<file path="src/common/mul_pkg.sv">
// Assumes OPERAND_WIDTH is a multiple of STEP_BITS and every adder width is a multiple of 4
`default_nettype none

package mul_pkg;

    // Operand and fixed-point format
    localparam int OPERAND_WIDTH = 32;
    localparam int FRAC_BITS     = 8;

    // Radix-4 stepping, two b bits per digit
    localparam int DIGITS_PER_STEP = 4;
    localparam int STEP_BITS       = 2 * DIGITS_PER_STEP;
    localparam int NUM_STEPS       = OPERAND_WIDTH / STEP_BITS;

    // Partial product of a and one digit group
    localparam int PP_WIDTH = OPERAND_WIDTH + STEP_BITS;

    // Holds 3*a plus headroom, rounded up to a whole nibble
    localparam int PP_ADDER_WIDTH = 36;

    typedef logic [OPERAND_WIDTH-1:0]   operand_t;
    typedef logic [2*OPERAND_WIDTH-1:0] product_t;
    typedef logic [PP_WIDTH-1:0]        pp_t;
    typedef logic [STEP_BITS-1:0]       digit_group_t;
    typedef logic [1:0]                 step_count_t;

    typedef enum logic [1:0] {
        IDLE,
        CALC,
        FINISH
    } mul_state_e;

endpackage

`default_nettype wire

</file>
<file path="src/rtl/cla_adder/cla_block_4.sv">
// Pure combinational 4-bit carry-lookahead slice; carries are flattened, no ripple inside
`timescale 1ns/1ns
`default_nettype none

module cla_block_4 (
    input  logic       carry_in,
    input  logic [3:0] a,
    input  logic [3:0] b,
    output logic [3:0] sum,
    output logic       carry_out
);

    logic [3:0] g;
    logic [3:0] p;
    logic [4:0] c;

    assign g = a & b;
    assign p = a ^ b;

    // Lookahead carries, each from carry_in and lower generates
    assign c[0] = carry_in;
    assign c[1] = g[0]
                | (p[0] & carry_in);
    assign c[2] = g[1]
                | (p[1] & g[0])
                | (p[1] & p[0] & carry_in);
    assign c[3] = g[2]
                | (p[2] & g[1])
                | (p[2] & p[1] & g[0])
                | (p[2] & p[1] & p[0] & carry_in);
    assign c[4] = g[3]
                | (p[3] & g[2])
                | (p[3] & p[2] & g[1])
                | (p[3] & p[2] & p[1] & g[0])
                | (p[3] & p[2] & p[1] & p[0] & carry_in);

    assign sum       = p ^ c[3:0];
    assign carry_out = c[4];

endmodule

`default_nettype wire

</file>
<file path="src/rtl/cla_adder/cla_adder.sv">
// Unsigned adder of lookahead blocks chained block to block; WIDTH must be a multiple of 4
`timescale 1ns/1ns
`default_nettype none

module cla_adder #(
    parameter int WIDTH = 32
) (
    input  logic [WIDTH-1:0] a,
    input  logic [WIDTH-1:0] b,
    output logic [WIDTH:0]   sum
);

    // Carry between nibbles, entry 0 is the adder carry-in
    logic [WIDTH/4:0] carry;

    assign carry[0] = 1'b0;

    genvar i;
    generate
        for (i = 0; i < WIDTH / 4; i = i + 1) begin : g_block
            cla_block_4 u_block (
                .carry_in  (carry[i]),
                .a         (a[4*i +: 4]),
                .b         (b[4*i +: 4]),
                .sum       (sum[4*i +: 4]),
                .carry_out (carry[i+1])
            );
        end
    endgenerate

    // Last block carry-out is the top sum bit
    assign sum[WIDTH] = carry[WIDTH/4];

endmodule

`default_nettype wire

</file>
<file path="src/rtl/radix4_pp_gen.sv">
// Combinational a times one 8-bit group of b, unsigned; result is the full 40-bit partial product
`timescale 1ns/1ns
`default_nettype none

module radix4_pp_gen (
    input  mul_pkg::operand_t     a,
    input  mul_pkg::digit_group_t digits,
    output mul_pkg::pp_t          pp
);

    logic [mul_pkg::PP_ADDER_WIDTH-1:0] a_x1;
    logic [mul_pkg::PP_ADDER_WIDTH-1:0] a_x2;
    logic [mul_pkg::PP_ADDER_WIDTH-1:0] a_x3;
    logic [mul_pkg::PP_ADDER_WIDTH:0]   triple_sum;

    assign a_x1 = {{(mul_pkg::PP_ADDER_WIDTH - mul_pkg::OPERAND_WIDTH){1'b0}}, a};
    assign a_x2 = a_x1 << 1;

    // Triple of a, shared by all digits
    cla_adder #(.WIDTH(mul_pkg::PP_ADDER_WIDTH)) u_triple (
        .a   (a_x1),
        .b   (a_x2),
        .sum (triple_sum)
    );
    assign a_x3 = triple_sum[mul_pkg::PP_ADDER_WIDTH-1:0];

    genvar i;
    generate
        for (i = 0; i < mul_pkg::DIGITS_PER_STEP; i = i + 1) begin : g_digit
            logic [mul_pkg::PP_ADDER_WIDTH-1:0] sel;
            logic [mul_pkg::PP_ADDER_WIDTH-1:0] acc;

            always_comb begin
                case (digits[2*i +: 2])
                    2'd0:    sel = '0;
                    2'd1:    sel = a_x1;
                    2'd2:    sel = a_x2;
                    default: sel = a_x3;
                endcase
            end

            if (i == 0) begin : g_first
                assign acc = sel;
            end else begin : g_chain
                logic [mul_pkg::PP_ADDER_WIDTH:0] acc_sum;

                // Previous total drops its two settled bits
                cla_adder #(.WIDTH(mul_pkg::PP_ADDER_WIDTH)) u_acc (
                    .a   (sel),
                    .b   (g_digit[i-1].acc >> 2),
                    .sum (acc_sum)
                );
                assign acc = acc_sum[mul_pkg::PP_ADDER_WIDTH-1:0];
            end

            if (i < mul_pkg::DIGITS_PER_STEP - 1) begin : g_low
                assign pp[2*i+1:2*i] = acc[1:0];
            end else begin : g_top
                assign pp[mul_pkg::PP_WIDTH-1:2*i] = acc[mul_pkg::PP_WIDTH-2*i-1:0];
            end
        end
    endgenerate

endmodule

`default_nettype wire

</file>
<file path="src/rtl/radix4_sequencer.sv">
// Fixed schedule of one load, NUM_STEPS steps and one capture; trigger is ignored while busy
`timescale 1ns/1ns
`default_nettype none

module radix4_sequencer (
    input  logic ctl_clk,
    input  logic reset,
    input  logic trigger,
    output logic ready,
    output logic done,
    output logic load,
    output logic step,
    output logic capture
);

    mul_pkg::mul_state_e  state;
    mul_pkg::step_count_t count;

    // Accept only while idle
    assign load    = ready & trigger;
    assign step    = (state == mul_pkg::CALC);
    assign capture = (state == mul_pkg::FINISH);

    always_ff @(posedge ctl_clk) begin
        if (!reset) begin
            state <= mul_pkg::IDLE;
            count <= '0;
            ready <= 1'b1;
            done  <= 1'b0;
        end else begin
            done <= 1'b0;
            case (state)
                mul_pkg::IDLE: begin
                    if (load) begin
                        state <= mul_pkg::CALC;
                        count <= '0;
                        ready <= 1'b0;
                    end
                end
                mul_pkg::CALC: begin
                    count <= count + 1'b1;
                    if (count == mul_pkg::step_count_t'(mul_pkg::NUM_STEPS - 1)) begin
                        state <= mul_pkg::FINISH;
                    end
                end
                mul_pkg::FINISH: begin
                    // Result lands in y on this edge
                    state <= mul_pkg::IDLE;
                    ready <= 1'b1;
                    done  <= 1'b1;
                end
                default: begin
                    state <= mul_pkg::IDLE;
                    ready <= 1'b1;
                end
            endcase
        end
    end

endmodule

`default_nettype wire

</file>
<file path="src/rtl/radix4_datapath.sv">
// Operands are held from load until the next load; y changes only on capture
`timescale 1ns/1ns
`default_nettype none

module radix4_datapath (
    input  logic              ctl_clk,
    input  logic              reset,
    input  mul_pkg::operand_t a,
    input  mul_pkg::operand_t b,
    input  logic              load,
    input  logic              step,
    input  logic              capture,
    output mul_pkg::operand_t y
);

    mul_pkg::operand_t a_reg;
    mul_pkg::operand_t b_reg;
    mul_pkg::product_t acc;
    mul_pkg::pp_t      pp;
    mul_pkg::pp_t      acc_upper;
    logic [mul_pkg::PP_WIDTH:0] step_sum;

    radix4_pp_gen u_pp_gen (
        .a      (a_reg),
        .digits (b_reg[mul_pkg::STEP_BITS-1:0]),
        .pp     (pp)
    );

    // Upper half of the running product, zero-extended
    assign acc_upper = {{(mul_pkg::PP_WIDTH - mul_pkg::OPERAND_WIDTH){1'b0}},
                        acc[2*mul_pkg::OPERAND_WIDTH-1:mul_pkg::OPERAND_WIDTH]};

    cla_adder #(.WIDTH(mul_pkg::PP_WIDTH)) u_acc_adder (
        .a   (pp),
        .b   (acc_upper),
        .sum (step_sum)
    );

    always_ff @(posedge ctl_clk) begin
        if (load) begin
            a_reg <= a;
            b_reg <= b;
            acc   <= '0;
        end else if (step) begin
            b_reg <= b_reg >> mul_pkg::STEP_BITS;
            // Everything moves down one digit group, new sum enters at the top
            acc[2*mul_pkg::OPERAND_WIDTH-1:mul_pkg::OPERAND_WIDTH-mul_pkg::STEP_BITS]
                <= step_sum[mul_pkg::PP_WIDTH-1:0];
            acc[mul_pkg::OPERAND_WIDTH-mul_pkg::STEP_BITS-1:0]
                <= acc[mul_pkg::OPERAND_WIDTH-1:mul_pkg::STEP_BITS];
        end
    end

    // Fixed-point slice of the finished product
    always_ff @(posedge ctl_clk) begin
        if (!reset) begin
            y <= '0;
        end else if (capture) begin
            y <= acc[mul_pkg::FRAC_BITS +: mul_pkg::OPERAND_WIDTH];
        end
    end

endmodule

`default_nettype wire

</file>
<file path="src/rtl/fx_multiplier.sv">
// Unsigned 32x32 multiply returning product bits 39:8; done comes 5 cycles after accept
`timescale 1ns/1ns
`default_nettype none

module fx_multiplier (
    input  logic              ctl_clk,
    input  logic              reset,
    input  mul_pkg::operand_t a,
    input  mul_pkg::operand_t b,
    input  logic              trigger,
    output logic              ready,
    output logic              done,
    output mul_pkg::operand_t y
);

    logic load;
    logic step;
    logic capture;

    radix4_sequencer u_sequencer (
        .ctl_clk (ctl_clk),
        .reset   (reset),
        .trigger (trigger),
        .ready   (ready),
        .done    (done),
        .load    (load),
        .step    (step),
        .capture (capture)
    );

    radix4_datapath u_datapath (
        .ctl_clk (ctl_clk),
        .reset   (reset),
        .a       (a),
        .b       (b),
        .load    (load),
        .step    (step),
        .capture (capture),
        .y       (y)
    );

endmodule

`default_nettype wire

</file>
<file path="config.mk">
export PLATFORM = sky130hd
export DESIGN_NAME = fx_multiplier
export DESIGN_NICKNAME = d
export VERILOG_FILES = /design/src/common/mul_pkg.sv /design/src/rtl/cla_adder/cla_block_4.sv /design/src/rtl/cla_adder/cla_adder.sv /design/src/rtl/radix4_pp_gen.sv /design/src/rtl/radix4_sequencer.sv /design/src/rtl/radix4_datapath.sv /design/src/rtl/fx_multiplier.sv
export SDC_FILE = /design/constraint.sdc
export NUM_CORES = 1
export LEC_CHECK = 0
export BUFFER_PORTS_ARGS = -buffer_cell sky130_fd_sc_hd__buf_2
export CAP_MARGIN = 20
export CORE_MARGIN = 8
export CORE_UTILIZATION = 40
export DETAILED_ROUTE_END_ITERATION = 12
export HOLD_SLACK_MARGIN = 0.15
export SLEW_MARGIN = 20
export SYNTH_ARGS = -nofsm -noshare
export SYNTH_HDL_FRONTEND = slang
export SYNTH_HIERARCHICAL = 1
export SYNTH_SLANG_ARGS = --single-unit
export TNS_END_PERCENT = 20
</file>
<file path="constraint.sdc">
create_clock -name ctl_clk -period 33 [get_ports ctl_clk]
set_clock_uncertainty 0.15 [all_clocks]
set_input_delay 0 -clock ctl_clk [delete_from_list [all_inputs] [get_ports ctl_clk]]
set_output_delay 0 -clock ctl_clk [all_outputs]
set_load 0.01 [all_outputs]
</file>
# --- After elaboration in Yosys (flattened, before gate mapping) ---
# Index checks and enable logic that the tools add are counted.
word_totals:
  wordCells: 1214
  reg_bits: 166
  out_inout_bits: 34
classes:
  bitwise: 1168
  mux: 14
  eq_ne: 13
  add_sub_neg: 1
  reduce_logical: 10
ops:
  columns: ["operator", "n"]
  rows:
  - ["bitwise AND 1 bit", 638]
  - ["bitwise OR 1 bit", 393]
  - ["bitwise XOR 4 bit", 84]
  - ["one-hot mux 34 bit (3 select lines)", 3]
  - ["bitwise AND 4 bit", 40]
  - ["one-hot mux 36 bit (3 select lines)", 1]
  - ["2-to-1 mux 32 bit", 2]
  - ["== test 2 bit (second input constant)", 6]
  - ["== test 2 x 1 -> 1 bit (second input constant)", 5]
  - ["zero test 2 bit", 5]
  - ["bitwise AND 3 x 2 -> 3 bit", 3]
  - ["one-hot mux 2 bit (2 select lines)", 2]
  - ["bitwise XOR 2 bit", 4]
  - ["2-to-1 mux 2 bit", 3]
  - ["AND reduction 2 bit", 3]
  - ["bitwise AND 1 bit (first input constant)", 4]
  - ["nonzero test 2 bit", 2]
  - ["adder 2 x 1 -> 2 bit (second input constant)", 1]
  - ["2-to-1 mux 1 bit", 2]
  - ["!= test 2 x 1 -> 1 bit (second input constant)", 1]
  - ["!= test 2 bit (second input constant)", 1]
  - ["one-hot mux 1 bit (2 select lines)", 1]
  - ["bitwise XOR 1 x 2 -> 2 bit", 1]
  - ["inverter 1 bit", 1]

# --- Logic depth before layout (Yosys ltp) ---
# Gate-level depths: netlist (run 1).
depth:
  depth_word: 67
  depth_mapped: 51

# --- By module ---
# The synthesis (run 1) kept the hierarchy.
modules_own_cells:
  columns: ["mod", "cells_per_inst", "area_each_um2", "n_inst", "seq_area_each_um2"]
  rows:
  - ["radix4_datapath", 386, 5526.6, 1, 3683.5]
  - ["cla_block_4 at u_datapath.u_pp_gen.g_digit[1].g_chain.u_acc.g_block[2].u_block ...", 13, 132.6, 33, 0.0]
  - ["radix4_pp_gen", 328, 3338.2, 1, 0.0]
  - ["cla_block_4 at u_datapath.u_acc_adder.g_block[0].u_block ...", 17, 147.6, 12, 0.0]
  - ["radix4_sequencer", 24, 259.0, 1, 120.1]
  - ["cla_block_4 at u_datapath.u_pp_gen.g_digit[1].g_chain.u_acc.g_block[8].u_block", 14, 136.4, 1, 0.0]
  - ["cla_adder", 2, 11.3, 5, 0.0]

# --- Worst setup path after synthesis (run 1) ---
# No wires, ideal clock.
synth_timing:
  kind: "reg2reg"
  startpoint: "reg u_datapath.a_reg[2]"
  endpoint: "reg u_datapath.acc[63]"
  arrival_time_ps: 11373
  required_ps: 32734
  stages_incl_launch_ff: 50
  synth_period_minus_slack_ps: 11639
  slack_ps: 21361
  setup_time_ps: 116
  path_cell_list: "edfxtp_1 ha_1 a21o_1 a31o_1 a21o_1 a21o_1 a31o_1 a21o_1 a21o_1 a31o_1 a21o_1 a21o_1 a31o_1 a21o_1 a21o_1 a31o_1 a21o_1 a21o_1 (+14 left out) fa_1 ha_1 a21o_1 a31o_1 a21o_1 fa_1 ha_1 a21o_1 a31o_1 a21o_1 a21o_1 a31o_1 a21o_1 a21o_1 a31o_1 xor2_1 mux2i_1 nor2_1"
synth_via:
  word_cells_on_any_way: 898
  cone_classes: "mux (4); bitwise (894)"
synth_rtl:
  columns: ["item", "line", "rtl"]
  rows:
  - ["start: declaration", "radix4_datapath.sv:16", "mul_pkg::operand_t a_reg;"]
  - ["start signal: assignment", "radix4_datapath.sv:41", "a_reg <= a;"]
  - ["bitwise XOR 4 bit or bitwise AND 4 bit (tied branches)", "cla_block_4.sv:18, cla_block_4.sv:17", null]
  - ["bitwise AND 1 bit (on tied branches)", null, null]
  - ["bitwise OR 1 bit (tied with other cells)", "cla_block_4.sv:32", "| (p[3] & g[2])"]
  - ["bitwise OR 1 bit or bitwise AND 1 bit (tied branches)", "cla_block_4.sv:33, cla_block_4.sv:34", null]
  - ["bitwise OR 1 bit *", "cla_block_4.sv:34", "| (p[3] & p[2] & p[1] & g[0])"]
  - ["via u_datapath.u_pp_gen.u_triple.carry[1]", "cla_adder.sv:14", "logic [WIDTH/4:0] carry;"]
  - ["bitwise AND 1 bit *", "cla_block_4.sv:35", "| (p[3] & p[2] & p[1] & p[0] & carry_in);"]
  - ["bitwise OR 1 bit *", "cla_block_4.sv:35", null]
  - ["via u_datapath.u_pp_gen.u_triple.carry[2]", "cla_adder.sv:14", null]
  - ["(+2 left out)", null, null]
  - ["via u_datapath.u_pp_gen.u_triple.carry[3]", "cla_adder.sv:14", null]
  - ["(+2 left out)", null, null]
  - ["via u_datapath.u_pp_gen.u_triple.carry[4]", "cla_adder.sv:14", null]
  - ["(+2 left out)", null, null]
  - ["via u_datapath.u_pp_gen.u_triple.carry[5]", "cla_adder.sv:14", null]
  - ["(+2 left out)", null, null]
  - ["via u_datapath.u_pp_gen.u_triple.carry[6]", "cla_adder.sv:14", null]
  - ["(+1 left out)", null, null]
  - ["via u_datapath.u_pp_gen.triple_sum (one bit)", "radix4_pp_gen.sv:14", "logic [mul_pkg::PP_ADDER_WIDTH:0] triple_sum;"]
  - ["(+1 left out)", null, null]
  - ["via u_datapath.u_pp_gen.g_digit[0].acc (one bit)", "radix4_pp_gen.sv:31", "logic [mul_pkg::PP_ADDER_WIDTH-1:0] acc;"]
  - ["(+6 left out)", null, null]
  - ["via u_datapath.u_pp_gen.g_digit[1].g_chain.u_acc.carry[6]", "cla_adder.sv:14", null]
  - ["(+1 left out)", null, null]
  - ["via u_datapath.u_pp_gen.g_digit[1].g_chain.acc_sum (one bit)", "radix4_pp_gen.sv:45", "logic [mul_pkg::PP_ADDER_WIDTH:0] acc_sum;"]
  - ["(+6 left out)", null, null]
  - ["via u_datapath.u_pp_gen.g_digit[2].g_chain.u_acc.carry[6]", "cla_adder.sv:14", null]
  - ["(+1 left out)", null, null]
  - ["via u_datapath.u_pp_gen.g_digit[2].g_chain.acc_sum (one bit)", "radix4_pp_gen.sv:45", null]
  - ["(+6 left out)", null, null]
  - ["via u_datapath.u_pp_gen.g_digit[3].g_chain.u_acc.carry[6]", "cla_adder.sv:14", null]
  - ["(+1 left out)", null, null]
  - ["via u_datapath.pp[30]", "radix4_datapath.sv:19", "mul_pkg::pp_t pp;"]
  - ["(+4 left out)", null, null]
  - ["bitwise OR 1 bit or bitwise AND 1 bit (tied branches)", "cla_block_4.sv:34, cla_block_4.sv:35", null]
  - ["bitwise OR 1 bit *", "cla_block_4.sv:35", null]
  - ["via u_datapath.u_acc_adder.carry[8]", "cla_adder.sv:14", null]
  - ["bitwise AND 1 bit *", "cla_block_4.sv:35", null]
  - ["via u_datapath.u_acc_adder.carry[9]", "cla_adder.sv:14", null]
  - ["bitwise AND 1 bit *", "cla_block_4.sv:30", "| (p[2] & p[1] & p[0] & carry_in);"]
  - ["bitwise XOR 4 bit *", "cla_block_4.sv:37", "assign sum = p ^ c[3:0];"]
  - ["via u_datapath.step_sum (one bit)", "radix4_datapath.sv:21", "logic [mul_pkg::PP_WIDTH:0] step_sum;"]
  - ["end signal: assignment", "radix4_datapath.sv:43", "acc <= '0;"]
  - ["end: declaration", "radix4_datapath.sv:18", "mul_pkg::product_t acc;"]
# Mark *: on every way through the listed nets, which the timed path passes. The rest lies on a longest branch.
# A chain may end at the register's enable or synchronous reset.

# --- Worst setup path in the final report (run 1) ---
layout_timing:
  startpoint: "reg u_datapath.a_reg[1]"
  endpoint: "reg u_datapath.acc[63]"
layout_via:
  word_cells_on_any_way: 900
  cone_classes: "mux (4); bitwise (896)"
layout_rtl:
  columns: ["item", "line"]
  rows:
  - ["bitwise AND 4 bit or bitwise XOR 4 bit (tied branches)", "cla_block_4.sv:17, cla_block_4.sv:18"]
  - ["bitwise AND 1 bit (on tied branches)", null]
  - ["bitwise OR 1 bit (tied with other cells)", "cla_block_4.sv:32"]
  - ["bitwise OR 1 bit or bitwise AND 1 bit (tied branches)", "cla_block_4.sv:33, cla_block_4.sv:34"]
  - ["bitwise OR 1 bit *", "cla_block_4.sv:34"]
  - ["via u_datapath.u_pp_gen.u_triple.carry[1]", "cla_adder.sv:14"]
  - ["bitwise AND 1 bit *", "cla_block_4.sv:35"]
  - ["bitwise OR 1 bit *", "cla_block_4.sv:35"]
  - ["via u_datapath.u_pp_gen.u_triple.carry[2]", "cla_adder.sv:14"]
  - ["(+1 left out)", null]
  - ["via u_datapath.u_pp_gen.triple_sum (one bit)", "radix4_pp_gen.sv:14"]
  - ["(+1 left out)", null]
  - ["via u_datapath.u_pp_gen.g_digit[0].acc (one bit)", "radix4_pp_gen.sv:31"]
  - ["(+6 left out)", null]
  - ["via u_datapath.u_pp_gen.g_digit[1].g_chain.u_acc.carry[2]", "cla_adder.sv:14"]
  - ["(+2 left out)", null]
  - ["via u_datapath.u_pp_gen.g_digit[1].g_chain.u_acc.carry[3]", "cla_adder.sv:14"]
  - ["(+2 left out)", null]
  - ["via u_datapath.u_pp_gen.g_digit[1].g_chain.u_acc.carry[4]", "cla_adder.sv:14"]
  - ["(+1 left out)", null]
  - ["via u_datapath.u_pp_gen.g_digit[1].g_chain.acc_sum (one bit)", "radix4_pp_gen.sv:45"]
  - ["(+6 left out)", null]
  - ["via u_datapath.u_pp_gen.g_digit[2].g_chain.u_acc.carry[4]", "cla_adder.sv:14"]
  - ["(+1 left out)", null]
  - ["via u_datapath.u_pp_gen.g_digit[2].g_chain.acc_sum (one bit)", "radix4_pp_gen.sv:45"]
  - ["(+6 left out)", null]
  - ["via u_datapath.u_pp_gen.g_digit[3].g_chain.u_acc.carry[4]", "cla_adder.sv:14"]
  - ["(+2 left out)", null]
  - ["via u_datapath.u_pp_gen.g_digit[3].g_chain.u_acc.carry[5]", "cla_adder.sv:14"]
  - ["(+1 left out)", null]
  - ["via u_datapath.pp[26]", "radix4_datapath.sv:19"]
  - ["(+6 left out)", null]
  - ["via u_datapath.u_acc_adder.carry[7]", "cla_adder.sv:14"]
  - ["bitwise AND 1 bit *", "cla_block_4.sv:35"]
  - ["bitwise OR 1 bit *", "cla_block_4.sv:35"]
  - ["via u_datapath.u_acc_adder.carry[8]", "cla_adder.sv:14"]
  - ["bitwise AND 1 bit *", "cla_block_4.sv:35"]
  - ["via u_datapath.u_acc_adder.carry[9]", "cla_adder.sv:14"]
  - ["bitwise AND 1 bit *", "cla_block_4.sv:30"]
  - ["bitwise XOR 4 bit *", "cla_block_4.sv:37"]
  - ["via u_datapath.step_sum (one bit)", "radix4_datapath.sv:21"]
# Marks and branches as above.

==> results of run 1 <==
[worst reg2reg max path, delay by kind of cell, from the launching register on]
kind	cells	cell delay (ns)
AOI/OAI and AO/OA	36	7.35
adders and majority gates	9	3.66
DFF	1	0.55
muxes	2	0.43
xor gates and xnor gates	1	0.13
and+or+nand+nor	1	0.06
[metrics by stage]
stage	power [µW]	std cells	hold slack, ns
floorplan	1525	1401	-0.05113
global placement	1805	1958	0.02869
detailed placement	1824	1958	0.02812
finish	2054	2088	0.2187
CTS	2065	2088	0.1868
global route	2270	2088	0.2181
[placed cells by master (no fill, tap or decap), types with 2 or more instances in the layout]
| cell type | count |
|---|---|
| nor2b_1 | 40 |
| mux2i_1 | 96 |
| nor2b_2 | 4 |
| xor2_1 | 80 |
| a21oi_1 | 46 |
| fa_1 | 46 |
| mux2_4 | 73 |
| buf_4 | 17 |
| buf_2 | 100 |
| a31o_1 | 44 |
| nor2_1 | 58 |
| inv_8 | 2 |
| clkinv_2 | 3 |
| a21o_1 | 130 |
| dfxtp_1 | 94 |
| mux2_2 | 48 |
| a22o_1 | 124 |
| xnor2_1 | 56 |
| conb_1 | 34 |
| and3_1 | 11 |
| and2_1 | 9 |
| nand2b_1 | 3 |
| dlygate4sd3_1 | 98 |
| inv_6 | 4 |
| ha_1 | 182 |
| inv_1 | 48 |
| mux2_1 | 27 |
| edfxtp_1 | 64 |
| clkbuf_16 | 17 |
| bufinv_16 | 3 |
[cell type report]
cell class | count | area (µm²) | area share
Sequential cell | 158 | 3804 | 0.2149
Inverter | 48 | 180.2 | 0.01018
Timing Repair Buffer | 215 | 1609 | 0.09090
Multi-Input combinational cell | 1124 | 10860 | 0.6136
Clock buffer | 18 | 429.2 | 0.02424
Tap cell | 511 | 639.4 | 0.03612
Clock inverter | 14 | 178.9 | 0.01011
[where the power goes]
group	internal [µW]	switching (µW)
Combinational	756	830
Clock	121	91.5
Sequential	233	23.7
Total	1110	945
[how the worst min path moves through the flow]
stage / start / endpoint / slack, ns
final: b[29] / u_datapath/b_reg[29] / 0.22
after global routing: b[28] / u_datapath/b_reg[28] / 0.22
after CTS: b[31] / u_datapath/b_reg[31] / 0.19
after detailed placement: a[11] / u_datapath/a_reg[11] / 0.03
after global placement: a[20] / u_datapath/a_reg[20] / 0.03
after floorplan: a[0] / u_datapath/a_reg[0] / -0.05
[timing repair]
item | in CTS | in global routing
buffers inserted | 0 | 0
endpoints found under the hold margin | 102 | 0
hold buffers | 98 | 0
[metal layers]
layer / track usage / vias to the layer above
li1: - / 5422
met1: 0.2228 / 5171
met2: 0.2603 / 157
met3: 0.03446 / 20
met4: 0.03714 / 0
met5: 0 / -
==> flow_summary.toml, run 1 <==
[critical_path]
cp.depth = 49
cp-start-kind = "flop"
worst_path_max_delay_cell = "edfxtp_1"
rrSetupSlack_ns = 20.57
cp.required_ns = 33.17
critPathTopFamily = "compound AO/OA/AOI/OAI gates"
r2r_end = "u_datapath/acc[63]"
crit_arrival_ns = 12.60
endpoint = "u_datapath/acc[63]"
r2r-start = "u_datapath/a_reg[1]"
criticalPathCategory = "reg2reg"
cpPeakStageDelay_ns = 0.55
cpMostUsedCell = "a21o_1"
path_buf_inv = 0
crit_path_max_fanout = 10
cp-end-kind = "flop"
reg2reg_depth = 49
startpoint = "u_datapath/a_reg[1]"

[pwr]
p_leak_uw = 0.008718
powerDensity_nw_per_um2 = 116.0
peakVddDrop_mv = 0.06755

[run]
cap_violations = 0

[sta]
rsz0062_at_grt = "false"
setup_violations = 0
worst_slew_pin_slew_ns = 0.9132
final.period_utilization = 0.3768
finalWorstSetupSlack_ns = 20.57
maxSlewHeadroom = 0.3912
drv_slew = 0
fmax_mhz = 80.43
finalHoldViolations = 0
tns_ns = 0
period_needed_ns = 12.43

[detailed_routing]
viasPerCell = 5.158
ant_nets = 0
first_pass_iters = 7
first_iter_violations = 448
wl_met2_um = 16050
drc = 0
wl_met3_um = 1425
wl_per_cell_um = 17.11
routed_wl_um = 35730
drt-met1-wl_um = 17900
dr.max_layer_used = "met4"
dr_total_vias = 10770

[cells_and_area]
nNetsFinal = 1859
design_area_um2 = 17700
fillers = 3586
layout-drive-gt1-share = 0.1769
final_core_util = 0.4700
syn2layout_area_growth_pct = 15.75
largest_reg_flops = 56
diodes = 0
regMostFlops = "u_datapath/acc"

[floorplanning]
start_util = 0.4060
die_area_um2 = 44750
rows = 71
core_region_area_um2 = 37670
ios = 101
fp.dieH_um = 211.5
fp.dieW_um = 211.5

[synth]
syn-instance-count = 1374
yosys_warnings = 6
syn-cell-area_um2 = 15290
avgSynthCellArea_um2 = 11.13

[cts]
cts_root_buf = "clkbuf_16"
tritoncts = "done"
htreeDepth = 4
cts_buffers = 17
cts.sinks = 158
clockBufferDepth = 2
post_cts_resized = 0
clock_latency_ns = 0.45
clk_pin_slew_ns = 0.07

[placed_design]
gp_congestion = 0.7886
dpl-instance-area_um2 = 16110
io_buffers = 100
dp_slack_ns = 20.65
dpl.hpwl_um = 24260

[grt]
gr-total-overflow = 0
globalRouteTotalUtil = 0.1629
grt_max_degree = 71
antenna_found_initial = 0
grt_pass1_wl_um = 59350
grt_pass1_vias = 11240

[hold_path]
hold_depth = 3
min_path_type = "in2reg"

[outcome]
status = "finished clean"
Note: power is estimated with default switching activity, not from simulation.
==> run 2, diff against run 1 <==
--- a/config.mk
+++ b/config.mk
@@ -5,6 +5,7 @@
 export SDC_FILE = /design/constraint.sdc
 export NUM_CORES = 1
 export LEC_CHECK = 0
+export ABC_AREA = 1
 export BUFFER_PORTS_ARGS = -buffer_cell sky130_fd_sc_hd__buf_2
 export CAP_MARGIN = 20
 export CORE_MARGIN = 8
==> constraint.sdc (replaced) <==
create_clock -name ctl_clk -period 12.5 [get_ports ctl_clk]
set_clock_uncertainty 0.15 [all_clocks]
set_input_delay 0 -clock ctl_clk [delete_from_list [all_inputs] [get_ports ctl_clk]]
set_output_delay 0 -clock ctl_clk [all_outputs]
set_load 0.01 [all_outputs]
==> run 2 against run 1 <==
  * Final cell count grew 64%
  * Non-clock buffer count grew 32
  * Via count grew 65%
  * Routed wire length grew 35%
  * Hold slack lost 0.029 ns
  * Setup slack lost 18 ns
  * Clock power grew to 2.6 times the previous value
  * Global-route usage grew 3.0 points
  * Largest cell class unchanged
  * Critical path depth grew 8
==> flow_summary.toml, run 2 <==
[floorplanning]
rows = 77
core_region_area_um2 = 43840
ios = 101
die_area_um2 = 50980
start_util = 0.4016
fp.dieH_um = 225.8
fp.dieW_um = 225.8

[synth]
yosys_warnings = 6
syn-cell-area_um2 = 17600
avgSynthCellArea_um2 = 6.618
syn-instance-count = 2660

[cts]
post_cts_resized = 0
clock_latency_ns = 0.49
clockBufferDepth = 2
htreeDepth = 4
tritoncts = "done"
cts_buffers = 17
cts_root_buf = "clkbuf_16"
cts.sinks = 158
clk_pin_slew_ns = 0.08

[sta]
rsz0062_at_grt = "false"
period_needed_ns = 9.643
setup_violations = 0
finalHoldViolations = 0
drv_slew = 0
tns_ns = 0
fmax_mhz = 103.7
finalWorstSetupSlack_ns = 2.857
maxSlewHeadroom = 0.4465
final.period_utilization = 0.7714
worst_slew_pin_slew_ns = 0.8303

[outcome]
status = "finished clean"

[pwr]
p_switching_uw = 3323
powerDensity_nw_per_um2 = 309.2
pwr-share-comb = 0.795
p_sw_frac = 0.5399
p_clk_frac = 0.089
internal_power_uw = 2832
peakVddDrop_mv = 0.1973
seqPwrFrac = 0.116
p_leak_uw = 0.01034

[critical_path]
cp.required_ns = 12.77
criticalPathCategory = "reg2reg"
crit_path_max_fanout = 11
cpMostUsedCell = "nand3_1"
reg2reg_depth = 57
cpPeakStageDelay_ns = 0.57
crit_arrival_ns = 9.91
cp-end-kind = "flop"
cp-start-kind = "flop"
worst_path_max_delay_cell = "edfxtp_1"

[detailed_routing]
routed_wl_um = 48160
wl_per_cell_um = 14.11
ant_nets = 0
first_pass_iters = 6
drc = 0
dr_total_vias = 17740
first_iter_violations = 1448
viasPerCell = 5.195

[cells_and_area]
layout_commonest_cell = "nand3_1"
layout_common_cells = "681 x nand3_1, 675 x nand2_1, 280 x inv_1"
largest_reg_flops = 56
syn2layout_area_growth_pct = 13.09
layout-drive-gt1-share = 0.06237
regMostFlops = "u_datapath/acc"
diodes = 0
nNetsFinal = 3104

[placed_design]
gp_congestion = 0.8661
io_buffers = 100
dp_slack_ns = 2.846
dpl.hpwl_um = 33920

[grt]
grt_max_degree = 111
grt_pass1_vias = 17190
globalRouteTotalUtil = 0.1928
grt_pass1_wl_um = 80970
antenna_found_initial = 0
gr-total-overflow = 0

[hold_path]
min_path_type = "in2reg"
hold_depth = 4

[run]
cap_violations = 0
[run 2: changes by cell type in the layout (fill, tap and decap cells not counted), moves of 45 or more]
cell     change
or2_0       +45
mux2_2      -48
mux2_4      -73
xor2_1      -46
nand3_1    +681
a21o_1     -130
nand4_1     +90
a22o_1     -124
nor2_1     +175
mux2i_1     -96
nand2_1    +675
inv_1      +232
[run 2: worst paths after layout]
| kind | slack (ns) | endpoint | start |
|---|---|---|---|
| hold reg to reg | 0.32 | u_datapath/y[21] | u_datapath/y[21] |
| setup / recovery | 2.86 | u_datapath/acc[61] | u_datapath/a_reg[3] |
| hold / removal | 0.19 | u_datapath/b_reg[23] | b[23] |
| setup reg to reg | 2.86 | u_datapath/acc[61] | u_datapath/a_reg[3] |
[run 2: final cells by class]
cell class	count	area [µm²]
inverter	285	1072
clock inverter	15	153.9
timing repair buffer	247	1942
tap	592	740.7
multi-input combinational	2100	11770
fill	4529	23930
clock buffer	17	425.4
sequential	158	3804
[run 2: power by group through the flow]
stage | clock (µW) | sequential, µW | combinational, µW
after floorplan | 0 | 682 | 4000
after global placement | 0 | 726 | 4750
after detailed placement | 0 | 729 | 4840
after CTS | 569 | 717 | 4900
after global routing | 585 | 730 | 5720
final | 547 | 717 | 4890
[run 2: routing by layer]
layer	wire length (µm)	vias up	global-route usage
met1	20240	8158	0.2183
met4	1625	0	0.08973
li1	-	9017	-
met2	24030	454	0.3486
met5	0	-	0
met3	2269	106	0.03324
[run 2: repair_timing]
item,4_1_cts,5_1_grt
setup buffers,0,0
hold buffers,127,0
hold endpoints to repair,102,0
[run 2: per-stage QoR]
step | hold WS, ns | instance area, µm² | power [µW] | utilization | std cells
floorplan | -0.05113 | 17720 | 4677 | - | 2692
global placement | 0.02642 | 18030 | 5475 | 0.4113 | 3254
detailed placement | 0.02814 | 18030 | 5573 | 0.4113 | 3254
CTS | 0.1549 | 19880 | 6189 | 0.4535 | 3413
global route | 0.2030 | 19910 | 7036 | 0.4541 | 3414
finish | 0.1895 | 19910 | 6155 | 0.4541 | 3414
[run 2: worst max-delay path, delay by kind of cell, from the launching register on]
kind	cells	cell delay (ns)
xor+xnor	5	1.10
buf+inv	3	0.18
compound gates	4	0.50
fa+ha+maj	10	3.57
simple gates	35	3.51
flops	1	0.57
